File: config.mk
export PLATFORM = sky130hd
export DESIGN_NAME = executeTop
export DESIGN_NICKNAME = d
export VERILOG_FILES = /design/src/common/aluPkg.sv /design/src/arith/arithUnit.sv /design/src/rtl/logicShiftUnit.sv /design/src/rtl/writebackMerge.sv /design/src/rtl/executeTop.sv
export SDC_FILE = /design/constraint.sdc
export NUM_CORES = 1
export LEC_CHECK = 0
export ABC_AREA = 1
export BUFFER_PORTS_ARGS = -buffer_cell sky130_fd_sc_hd__buf_4
export CORE_ASPECT_RATIO = 0.6
export CORE_MARGIN = 10
export CORE_UTILIZATION = 59
export CTS_CLUSTER_SIZE = 10
export DETAILED_ROUTE_END_ITERATION = 6
export PLACE_DENSITY = 0.94
export RECOVER_POWER = 50
export SLEW_MARGIN = 40
export SYNTH_ARGS = -nofsm -noshare
export SYNTH_HDL_FRONTEND = slang
export SYNTH_SLANG_ARGS = --single-unit
File: constraint.sdc
create_clock -name clk -period 4.3 [get_ports clk]
set_input_delay 0.86 -clock clk [delete_from_list [all_inputs] [get_ports clk]]
set_output_delay 0.86 -clock clk [all_outputs]
set_load 0.1 [all_outputs]
File: src/common/aluPkg.sv
package aluPkg;

	// --------------------------------------------------
	// datapath widths
	// --------------------------------------------------
	localparam int DATA_WIDTH = 16;
	localparam int IMM_WIDTH = 8;
	localparam int SHIFT_WIDTH = 4;

	// top five bits of every instruction word
	// 10111 through 11111 are unused and come out as illegal
	typedef enum logic [4:0] {
		ADD = 5'b00000,
		ADDI = 5'b00001,
		ADDU = 5'b00010,
		ADDUI = 5'b00011,
		ADDC = 5'b00100,
		ADDCU = 5'b00101,
		ADDCUI = 5'b00110,
		ADDCI = 5'b00111,
		SUB = 5'b01000,
		SUBI = 5'b01001,
		CMP = 5'b01010,
		CMPI = 5'b01011,
		CMPUI = 5'b01100,
		AND = 5'b01101,
		OR = 5'b01110,
		XOR = 5'b01111,
		NOT = 5'b10000,
		LSH = 5'b10001,
		LSHI = 5'b10010,
		RSH = 5'b10011,
		RSHI = 5'b10100,
		ALSH = 5'b10101,
		ARSH = 5'b10110
	} opCodeT;

	// --------------------------------------------------
	// instruction word, two views of the same 16 bits
	// --------------------------------------------------
	typedef struct packed {
		opCodeT opCode;
		logic [2:0] rdestIdx;
		logic [SHIFT_WIDTH-1:0] shiftAmount;
		// read port index, used by the register file outside
		logic [3:0] rsrcIdx;
	} aluRegFormT;

	typedef struct packed {
		opCodeT opCode;
		logic [2:0] rdestIdx;
		logic [IMM_WIDTH-1:0] imm;
	} aluImmFormT;

	// opcode picks the view, same position in both
	typedef union packed {
		aluRegFormT regForm;
		aluImmFormT immForm;
	} aluWordT;

	// processor status bits, carry at bit 0 and negative at bit 4
	typedef struct packed {
		logic negative;
		logic zero;
		logic overflow;
		logic low;
		logic carry;
	} flagsT;

	typedef struct packed {
		logic [DATA_WIDTH-1:0] value;
		// unit decoded this opcode
		logic hit;
	} unitResultT;

	typedef struct packed {
		unitResultT unit;
		flagsT flags;
		// low for compares
		logic writes;
	} arithResultT;

	// --------------------------------------------------
	// opcode classes
	// --------------------------------------------------
	function automatic logic isImmediate(input opCodeT op);
		return op inside {ADDI, ADDUI, ADDCI, ADDCUI, SUBI, CMPI, CMPUI, LSHI, RSHI};
	endfunction

	// sign-extended immediates, the rest are zero-extended
	function automatic logic isSignedImm(input opCodeT op);
		return op inside {ADDI, ADDCI, SUBI, CMPI};
	endfunction

endpackage

File: src/arith/arithUnit.sv
module arithUnit (
	input aluPkg::aluWordT instr,
	input logic [aluPkg::DATA_WIDTH-1:0] rsrcValue,
	input logic [aluPkg::DATA_WIDTH-1:0] rdestValue,
	input aluPkg::flagsT flags,
	output aluPkg::arithResultT arithOut
);
	import aluPkg::*;

	opCodeT opCode;
	logic [IMM_WIDTH-1:0] imm;
	logic [DATA_WIDTH-1:0] immExt;
	logic [DATA_WIDTH-1:0] operand;
	logic [DATA_WIDTH-1:0] addend;
	logic [DATA_WIDTH-1:0] sum;
	logic carryOut;
	logic carryIn;
	logic hit;
	logic isSub;
	logic useCarry;
	logic writes;

	// opcode sits in the same place in both views
	assign opCode = instr.regForm.opCode;
	assign imm = instr.immForm.imm;

	// --------------------------------------------------
	// decode
	// --------------------------------------------------
	always_comb begin
		hit = 1'b1;
		isSub = 1'b0;
		useCarry = 1'b0;
		writes = 1'b1;
		case (opCode)
			ADD, ADDI, ADDU, ADDUI: begin
				isSub = 1'b0;
			end
			// carry comes from the status register
			ADDC, ADDCU, ADDCUI, ADDCI: begin
				useCarry = 1'b1;
			end
			SUB, SUBI: begin
				isSub = 1'b1;
			end
			// same subtract, nothing written back
			CMP, CMPI, CMPUI: begin
				isSub = 1'b1;
				writes = 1'b0;
			end
			default: begin
				hit = 1'b0;
				writes = 1'b0;
			end
		endcase
	end

	// --------------------------------------------------
	// second operand
	// --------------------------------------------------
	// 8-bit immediate widened to the datapath
	assign immExt = isSignedImm(opCode) ? {{(DATA_WIDTH - IMM_WIDTH){imm[IMM_WIDTH-1]}}, imm}
	                                    : {{(DATA_WIDTH - IMM_WIDTH){1'b0}}, imm};

	assign operand = isImmediate(opCode) ? immExt : rsrcValue;

	// --------------------------------------------------
	// adder
	// --------------------------------------------------
	// subtract is rdest + ~operand + 1
	assign addend = isSub ? ~operand : operand;
	assign carryIn = isSub ? 1'b1 : (useCarry & flags.carry);

	assign {carryOut, sum} = {1'b0, rdestValue} + {1'b0, addend}
	                         + {{DATA_WIDTH{1'b0}}, carryIn};

	// --------------------------------------------------
	// flags
	// --------------------------------------------------
	// carry out, borrow inverted on subtract
	assign arithOut.flags.carry = carryOut;

	// unsigned rdest below operand
	assign arithOut.flags.low = rdestValue < operand;

	// inputs agree in sign but the sum does not
	// addend is already inverted for subtract, so one rule covers both
	assign arithOut.flags.overflow = (rdestValue[DATA_WIDTH-1] == addend[DATA_WIDTH-1])
	                                 && (sum[DATA_WIDTH-1] != rdestValue[DATA_WIDTH-1]);

	assign arithOut.flags.zero = sum == '0;

	// signed rdest below operand
	assign arithOut.flags.negative = $signed(rdestValue) < $signed(operand);

	assign arithOut.unit.value = sum;
	assign arithOut.unit.hit = hit;
	assign arithOut.writes = writes;

endmodule

File: src/rtl/logicShiftUnit.sv
module logicShiftUnit (
	input aluPkg::aluWordT instr,
	input logic [aluPkg::DATA_WIDTH-1:0] rsrcValue,
	input logic [aluPkg::DATA_WIDTH-1:0] rdestValue,
	output aluPkg::unitResultT logicOut
);
	import aluPkg::*;

	opCodeT opCode;
	logic [SHIFT_WIDTH-1:0] amount;

	assign opCode = instr.regForm.opCode;

	// --------------------------------------------------
	// shift amount
	// --------------------------------------------------
	// immediate shifts use the low four bits of imm
	// register shifts use the shiftAmount field
	assign amount = isImmediate(opCode) ? instr.immForm.imm[SHIFT_WIDTH-1:0]
	                                    : instr.regForm.shiftAmount;

	// --------------------------------------------------
	// logic and shift select
	// --------------------------------------------------
	always_comb begin
		logicOut.hit = 1'b1;
		case (opCode)
			AND: begin
				logicOut.value = rsrcValue & rdestValue;
			end
			OR: begin
				logicOut.value = rsrcValue | rdestValue;
			end
			XOR: begin
				logicOut.value = rsrcValue ^ rdestValue;
			end
			// bitwise complement of rsrc
			NOT: begin
				logicOut.value = ~rsrcValue;
			end
			// left shifts fill zeros, arithmetic or not
			LSH, LSHI, ALSH: begin
				logicOut.value = rsrcValue << amount;
			end
			RSH, RSHI: begin
				logicOut.value = rsrcValue >> amount;
			end
			// sign bit copied in from the top
			ARSH: begin
				logicOut.value = $signed(rsrcValue) >>> amount;
			end
			// not ours, arith unit or illegal
			default: begin
				logicOut.value = '0;
				logicOut.hit = 1'b0;
			end
		endcase
	end

endmodule

File: src/rtl/writebackMerge.sv
module writebackMerge (
	input logic clk,
	input logic reset,
	input logic inValid,
	input aluPkg::aluWordT instr,
	input aluPkg::arithResultT arithOut,
	input aluPkg::unitResultT logicOut,
	output logic outValid,
	output logic writeEnable,
	output logic [2:0] writeIdx,
	output logic [aluPkg::DATA_WIDTH-1:0] result,
	output logic illegal,
	output aluPkg::flagsT flags
);
	import aluPkg::*;

	logic anyHit;
	logic nextWrite;
	logic [DATA_WIDTH-1:0] nextResult;

	// units decode disjoint sets, at most one hit
	assign anyHit = arithOut.unit.hit | logicOut.hit;

	// --------------------------------------------------
	// result select
	// --------------------------------------------------
	always_comb begin
		if (arithOut.unit.hit) begin
			nextResult = arithOut.unit.value;
			nextWrite = arithOut.writes;
		end else if (logicOut.hit) begin
			nextResult = logicOut.value;
			nextWrite = 1'b1;
		end else begin
			// illegal opcode gives zero
			nextResult = '0;
			nextWrite = 1'b0;
		end
	end

	// --------------------------------------------------
	// control and status register
	// --------------------------------------------------
	always_ff @(posedge clk) begin
		if (reset) begin
			outValid <= 1'b0;
			writeEnable <= 1'b0;
			illegal <= 1'b0;
			flags <= '0;
		end else begin
			// one cycle behind the strobe
			outValid <= inValid;
			writeEnable <= inValid & nextWrite;
			illegal <= inValid & ~anyHit;
			// only arithmetic ops touch the flags
			if (inValid && arithOut.unit.hit) begin
				flags <= arithOut.flags;
			end
		end
	end

	// result and destination index
	always_ff @(posedge clk) begin
		if (inValid) begin
			result <= nextResult;
			writeIdx <= instr.regForm.rdestIdx;
		end
	end

endmodule

File: src/rtl/executeTop.sv
module executeTop (
	input logic clk,
	input logic reset,
	input logic inValid,
	input aluPkg::aluWordT instr,
	input logic [aluPkg::DATA_WIDTH-1:0] rsrcValue,
	input logic [aluPkg::DATA_WIDTH-1:0] rdestValue,
	output logic outValid,
	output logic writeEnable,
	output logic [2:0] writeIdx,
	output logic [aluPkg::DATA_WIDTH-1:0] result,
	output aluPkg::flagsT flags,
	output logic illegal
);
	import aluPkg::*;

	arithResultT arithOut;
	unitResultT logicOut;

	// --------------------------------------------------
	// combinational units
	// --------------------------------------------------
	// status register carry feeds back for the add-with-carry ops
	arithUnit arith0 (
		.instr(instr),
		.rsrcValue(rsrcValue),
		.rdestValue(rdestValue),
		.flags(flags),
		.arithOut(arithOut)
	);

	logicShiftUnit logic0 (
		.instr(instr),
		.rsrcValue(rsrcValue),
		.rdestValue(rdestValue),
		.logicOut(logicOut)
	);

	// registered writeback and flags
	writebackMerge merge0 (
		.clk(clk),
		.reset(reset),
		.inValid(inValid),
		.instr(instr),
		.arithOut(arithOut),
		.logicOut(logicOut),
		.outValid(outValid),
		.writeEnable(writeEnable),
		.writeIdx(writeIdx),
		.result(result),
		.illegal(illegal),
		.flags(flags)
	);

endmodule

# --- Word-level counts from Yosys, hierarchy flattened ---
# Index checks and enable logic that the tools add are counted.
totals:
  reg_bits: 27
  input_bits: 51
  output_inout_bits: 27
  elab_cells: 79
classes:
  add_sub_neg: 2
  n_lt_le_gt_ge: 2
  n_eq_ne: 24
  shifts: 3
  muxes: 15
  bitwise_logic: 10
  n_reduce_logical: 13
ops:
  columns: ["cell", "count"]
  rows:
  - ["case mux 16 bit (7 select lines)", 1]
  - ["two-way mux 16 bit", 5]
  - ["== test 5 x 4 -> 1 bit (second input constant)", 8]
  - ["== test 5 bit (second input constant)", 7]
  - ["< comparator 16 bit", 2]
  - ["NOT 16 bit", 2]
  - ["== test 5 x 3 -> 1 bit (second input constant)", 4]
  - ["OR reduction 10 bit", 2]
  - ["adder 16 x 16 -> 17 bit", 1]
  - ["adder 17 x 1 -> 17 bit", 1]
  - ["bitwise AND 16 bit", 1]
  - ["logical NOT 16 bit", 1]
  - ["OR 16 bit", 1]
  - ["<< shifter 16 x 4 -> 16 bit", 1]
  - [">> shifter 16 x 4 -> 16 bit", 1]
  - [">>> shifter 16 x 4 -> 16 bit", 1]
  - ["bitwise XOR 16 bit", 1]
  - ["OR reduction 13 bit", 1]
  - ["== test 5 x 2 -> 1 bit (second input constant)", 2]
  - ["nonzero test 9 bit", 1]
  - ["two-way mux 1 bit", 8]
  - ["== test 5 x 1 -> 1 bit (second input constant)", 1]
  - ["logical NOT 5 bit", 1]
  - ["OR reduction 5 bit", 1]
  - ["other kinds (11)", 14]

# --- Logic depth before layout (Yosys ltp) ---
logic_depth:
  ltp_word: 10
  mapped_depth: 23
  depth_no_buf: 23

# --- Modules after synthesis ---
# From an unflattened synthesis, not the netlist that was laid out.
hier_totals:
  cells_unflattened: 905
  hier_area_um2: 5720.5
by_module_without_submodules:
  columns: ["module", "n_inst", "cells_each", "area_each_um2", "seq_area_each_um2"]
  rows:
  - ["logicShiftUnit", 1, 502, 2737.6, 0.0]
  - ["arithUnit", 1, 287, 1795.5, 0.0]
  - ["writebackMerge", 1, 116, 1187.4, 730.7]

# --- Least setup slack after synthesis ---
# No wires, ideal clock.
synth_timing:
  kind: "input-to-reg"
  start: "input instr[15] (netlist bit)"
  end: "register merge0.result[8] (netlist bit), data pin"
  arrival_ps: 3622
  setup_slack_ps: 411
  stages: 14
  path_cell_list: "buf_4 > nor2_1 > nand2_1 > nand2_1 > clkbuf_1 > a31oi_1 > fa_1 > fa_1 > inv_1 > a21oi_1 > o21ai_0 > xnor2_1 > or2_2 > nand4_1"
synth_between:
  elab_chain_cells: 9
  elab_cells_between_ends: 50
synth_rtl:
  columns: ["item", "line_no", "text"]
  rows:
  - ["from (decl)", "executeTop.sv:5", "input aluPkg::aluWordT instr,"]
  - ["== test 5 x 1 -> 1 bit, or another cell as far along", "aluPkg.sv:87, aluPkg.sv:92, arithUnit.sv:35", null]
  - ["nonzero test 4 bit", "aluPkg.sv:92", "return op inside {ADDI, ADDCI, SUBI, CMPI};"]
  - ["two-way mux 16 bit", "arithUnit.sv:62", "assign immExt = isSignedImm(opCode) ? {{(DATA_WIDTH - IMM_WIDTH){imm[IMM_WIDTH-1]}}, imm}"]
  - ["two-way mux 16 bit", "arithUnit.sv:65", "assign operand = isImmediate(opCode) ? immExt : rsrcValue;"]
  - ["NOT 16 bit", "arithUnit.sv:71", "assign addend = isSub ? ~operand : operand;"]
  - ["two-way mux 16 bit", "arithUnit.sv:71", null]
  - ["adder 16 x 16 -> 17 bit", "arithUnit.sv:74", "assign {carryOut, sum} = {1'b0, rdestValue} + {1'b0, addend}"]
  - ["adder 17 x 1 -> 17 bit", "arithUnit.sv:75", "+ {{DATA_WIDTH{1'b0}}, carryIn};"]
  - ["two-way mux 16 bit (*)", "writebackMerge.sv:28", "if (arithOut.unit.hit) begin"]
  - ["net merge0.nextResult[8]", "writebackMerge.sv:19", "logic [DATA_WIDTH-1:0] nextResult;"]
  - ["to (signal assigned)", "writebackMerge.sv:65", "result <= nextResult;"]
  - ["to (decl)", "writebackMerge.sv:11", "output logic [aluPkg::DATA_WIDTH-1:0] result,"]
# Mark *: on every way through the listed nets, which the timed path passes. The rest lies on a longest branch.
# A chain may end at the register's enable or synchronous reset.

# --- Final worst setup path ---
layout_timing:
  start: "input instr[14] (netlist bit)"
  end: "register, netlist name merge0.flags[3]"
layout_between:
  elab_chain_cells: 9
  elab_cells_between_ends: 33
layout_rtl:
  columns: ["item", "line_no", "text"]
  rows:
  - ["== test 5 x 1 -> 1 bit, or another cell as far along", "aluPkg.sv:87, aluPkg.sv:92, arithUnit.sv:35", null]
  - ["nonzero test 4 bit", "aluPkg.sv:92", null]
  - ["two-way mux 16 bit", "arithUnit.sv:62", null]
  - ["two-way mux 16 bit", "arithUnit.sv:65", null]
  - ["NOT 16 bit", "arithUnit.sv:71", null]
  - ["two-way mux 16 bit", "arithUnit.sv:71", null]
  - ["adder 16 x 16 -> 17 bit", "arithUnit.sv:74", null]
  - ["adder 17 x 1 -> 17 bit", "arithUnit.sv:75", null]
  - ["logical NOT 16 bit", "arithUnit.sv:91", "assign arithOut.flags.zero = sum == '0;"]
# Parallel ways exist; a longest one is shown, timed or not.

==> results.sh <==
export IMPL_status="finished with violations"
export IMPL_violations="design-rule violations"
export IMPL_rsz0062_at_grt="false"
export IMPL_start_util_pct=62.0
export IMPL_die_h_um=91.3
export IMPL_gp_congestion=1.13
export IMPL_synth_compound_area_share_pct=16.4
export IMPL_synth_avg_cell_area_um2=6.29
export IMPL_die_x_um=139
export IMPL_placementRows=25
export IMPL_io_pins=78
export IMPL_slowest_stage="ha_1"
export IMPL_path_buf_inv=2
export IMPL_antenna_cells=0
export IMPL_wire_per_inst_um=20.5
export IMPL_nets=981
export IMPL_synthToLayoutAreaGrowth_pct=14.4
export IMPL_grt_max_degree=34
export IMPL_drtIter0Drc=1193
export IMPL_portBuffers=77
export IMPL_critPathRequiredTime_ps=4500
export IMPL_synth_flop_cell="edfxtp_1"
export IMPL_cp_top_family="compound AO/OA/AOI/OAI gates"
export IMPL_yosys_area_top_type="nand2_1"
export IMPL_core_area_um2=8070
export IMPL_hpwl_um=16400
export IMPL_final_antenna_net_count=0
export IMPL_tns_ps=0
export IMPL_power_density_nw_per_um2=318
export IMPL_final_area_um2=5720
export IMPL_synthAdderAreaFrac_pct=16.3
export IMPL_synth_xor_area_share_pct=4.90
export IMPL_synth_top_area_share_pct=15.7
export IMPL_worstRegToRegCells=9
export IMPL_worst_slew_pin_slew_ps=1200
export IMPL_crit_top_cell="nand2_1"
export IMPL_synth_seq_cells=27
export IMPL_synth_simple_gate_area_share_pct=38.3
export IMPL_drive_gt1_share_pct=13.3
export IMPL_htree_levels=1
export IMPL_power_w=0.00182
export IMPL_vias=6380
export IMPL_cts_setup_buffers=0
export IMPL_overflow=0
export IMPL_synth_top_family_by_area="simple AND/OR/NAND/NOR gates"
export IMPL_grt_pass1_wl_um=30600
export IMPL_hold_depth=2
export IMPL_fillers=702
export IMPL_setup_violations=0
export IMPL_syn_inst=795
export IMPL_slew_viol_final=0
export IMPL_clkTransAtPathRegs_ps=70
export IMPL_irDropWorstVdd_mv=0.176
export IMPL_cts_root_buf="clkbuf_16"
export IMPL_finalWirelength_um=20000
export IMPL_synthTopCellsByArea="nand2_1 16%, ha_1 16%, nand3_1 12%"
export IMPL_placed_area_um2=5690
export IMPL_critical_path_class="in -> reg"
export IMPL_maxSlewHeadroom_pct=20.2
export IMPL_yosysWarnings=0
export IMPL_finClkSkew_ps=2.30
export IMPL_fin_crit_ps=4120
export IMPL_crit_chain="buf_4, nor2_1, inv_1, o22ai_1, nand2_1, nand2_1, nand2_1, nand2_1, o21ai_0, xnor2_1, ha_1, a21oi_1, o21ai_0, a21oi_1, nand2_1, a21oi_1, xor2_1, nand2_1, nor2_1, nand4_1, a21oi_1"
export IMPL_cts_buffers=3
export IMPL_cts_sinks=27
export IMPL_insertion_delay_ps=260
export IMPL_multi_input_area_um2=3810
export IMPL_viasPerCell=6.56
export IMPL_cts_tree="built"
export IMPL_cp_depth=21
export IMPL_dieArea_um2=12700
export IMPL_crit_arrival_ps=4320
export IMPL_grtUsageTotal_pct=28.9
export IMPL_clockBufferDepth=2
export IMPL_hold_viol_final=0
export IMPL_endpoint_kind="register"
export IMPL_synth_area_mux_share_pct=0
export IMPL_syn_area_um2=5000
export IMPL_critical_path_max_stage_delay_ps=360
export IMPL_grt_pass1_vias=5808
export IMPL_drc=1
export IMPL_yosysUniqueCellTypes=51
export IMPL_antenna_found_initial=1
export IMPL_path_max_fanout=8
export IMPL_fmax_mhz=243
export IMPL_hold_path_class="reg -> reg"
export IMPL_maxCapViolCount=0
export IMPL_seq_area_um2=731
export IMPL_start_kind="input pin"
export IMPL_period_share_pct=95.8
export IMPL_synth_edf_count=19
export IMPL_synth_async_reset_ratio_pct=0
export IMPL_ys_seq_area_share_pct=14.6
export IMPL_synthesis_nets=910
export IMPL_dr_pass1_iters=7
export IMPL_power_leakage_nw=2.88
==> through the flow <==
stage | worst slack [ps] | util (%) | hold slack (ps) | instances
floorplan | 411 | - | 900 | 795
global placement | 205 | 70.4 | 453 | 969
detailed placement | 44.2 | 70.5 | 473 | 969
CTS | 295 | 71.5 | 484 | 973
global route | 11.7 | 70.9 | 518 | 973
finish | 181 | 70.9 | 481 | 973
==> power breakdown <==
part / switching [W] / internal [W] / total, W
Sequential: 0.0000181 / 0.000327 / 0.000345
Clock: 0.0000961 / 0.000127 / 0.000223
Combinational: 0.000906 / 0.000348 / 0.00125
==> sequential cells by signal (all words and copies together) (netlist names) <==
register and count:
merge0.flags 5, merge0.illegal 1, merge0.outValid 1, merge0.result 16, merge0.writeEnable 1, merge0.writeIdx 3
==> what timing repair did <==
item                       4_1_cts  5_1_grt
hold buffers                     0        0
setup endpoints to repair        0        2
resized for setup                0        2
==> layout make-up <==
cell class / instances / share of cell area, %
timing repair buffer: 91 / 11.0
clock inverter: 1 / 0.109
inverter: 89 / 5.84
clock buffer: 3 / 1.31
multi-input combinational: 654 / 66.6
sequential: 27 / 12.8
tap: 108 / 2.36
==> synthesized netlist by cell type (7+ instances only) <==
library cell  count
nand2_1         209
nand3_1         123
inv_1            82
ha_1             62
o21ai_0          45
nor2_1           42
a21oi_1          33
xnor2_1          22
edfxtp_1         19
nand4_1          18
a221oi_1         14
clkbuf_1         11
or2_2            10
dfxtp_1           8
o22ai_1           8
buf_2             7
==> path summary, 6_finish.rpt <==
check	startpoint	to	slack, ps
min reg2reg	merge0.flags[3]	merge0.flags[3]	480
max	instr[14]	merge0.flags[3]	180
min	merge0.flags[3]	merge0.flags[3]	480
max reg2reg	merge0.flags[0]	merge0.flags[3]	1560
==> cells in the final DEF (no fill, tap or decap), types with 3 or more instances in the layout <==
| master | n |
|---|---|
| clkbuf_4 | 3 |
| o21ai_0 | 45 |
| clkbuf_16 | 3 |
| or2_2 | 10 |
| xor2_1 | 6 |
| dfxtp_1 | 8 |
| a221oi_1 | 14 |
| nand2_1 | 209 |
| edfxtp_1 | 19 |
| nand4_1 | 18 |
| o22ai_1 | 8 |
| ha_1 | 62 |
| nor3_1 | 6 |
| nand2_2 | 4 |
| nand3_1 | 123 |
| inv_2 | 6 |
| inv_1 | 82 |
| a21oi_1 | 33 |
| buf_4 | 74 |
| xnor2_1 | 22 |
| nor2_1 | 42 |
| o2111ai_1 | 3 |
| nor2_2 | 4 |
| o21ai_1 | 4 |
| clkbuf_1 | 14 |
| o211ai_1 | 6 |
==> cell families (layout without fill, tap and decap cells) <==
logic type | count (synthesis) | after routing
adder cells (fa/ha/maj) | 64 | 64
flip-flops | 27 | 27
AND/OR/NAND/NOR | 429 | 429
AO/OA/AOI/OAI | 133 | 133
XOR/XNOR | 28 | 28
buffers and inverters | 114 | 184
==> per-layer routing <==
| layer | global-route usage [%] | share of wire [%] |
|---|---|---|
| met5 | 1.13 | 0.085 |
| met4 | 7.09 | 3.3 |
| met2 | 41.1 | 38 |
| met1 | 40.0 | 41 |
| met3 | 10.7 | 18 |
==> worst register-to-register path: stages (launching register included) <==
cell and delay (ps):
dfxtp_1 500, a31oi_1 170, fa_1 440, fa_1 440, o31ai_1 310, xnor2_1 170
nand4_1 110, nor2_1 190, nand4_1 180, a21oi_1 160
Note: power is estimated with default switching activity, not from simulation.
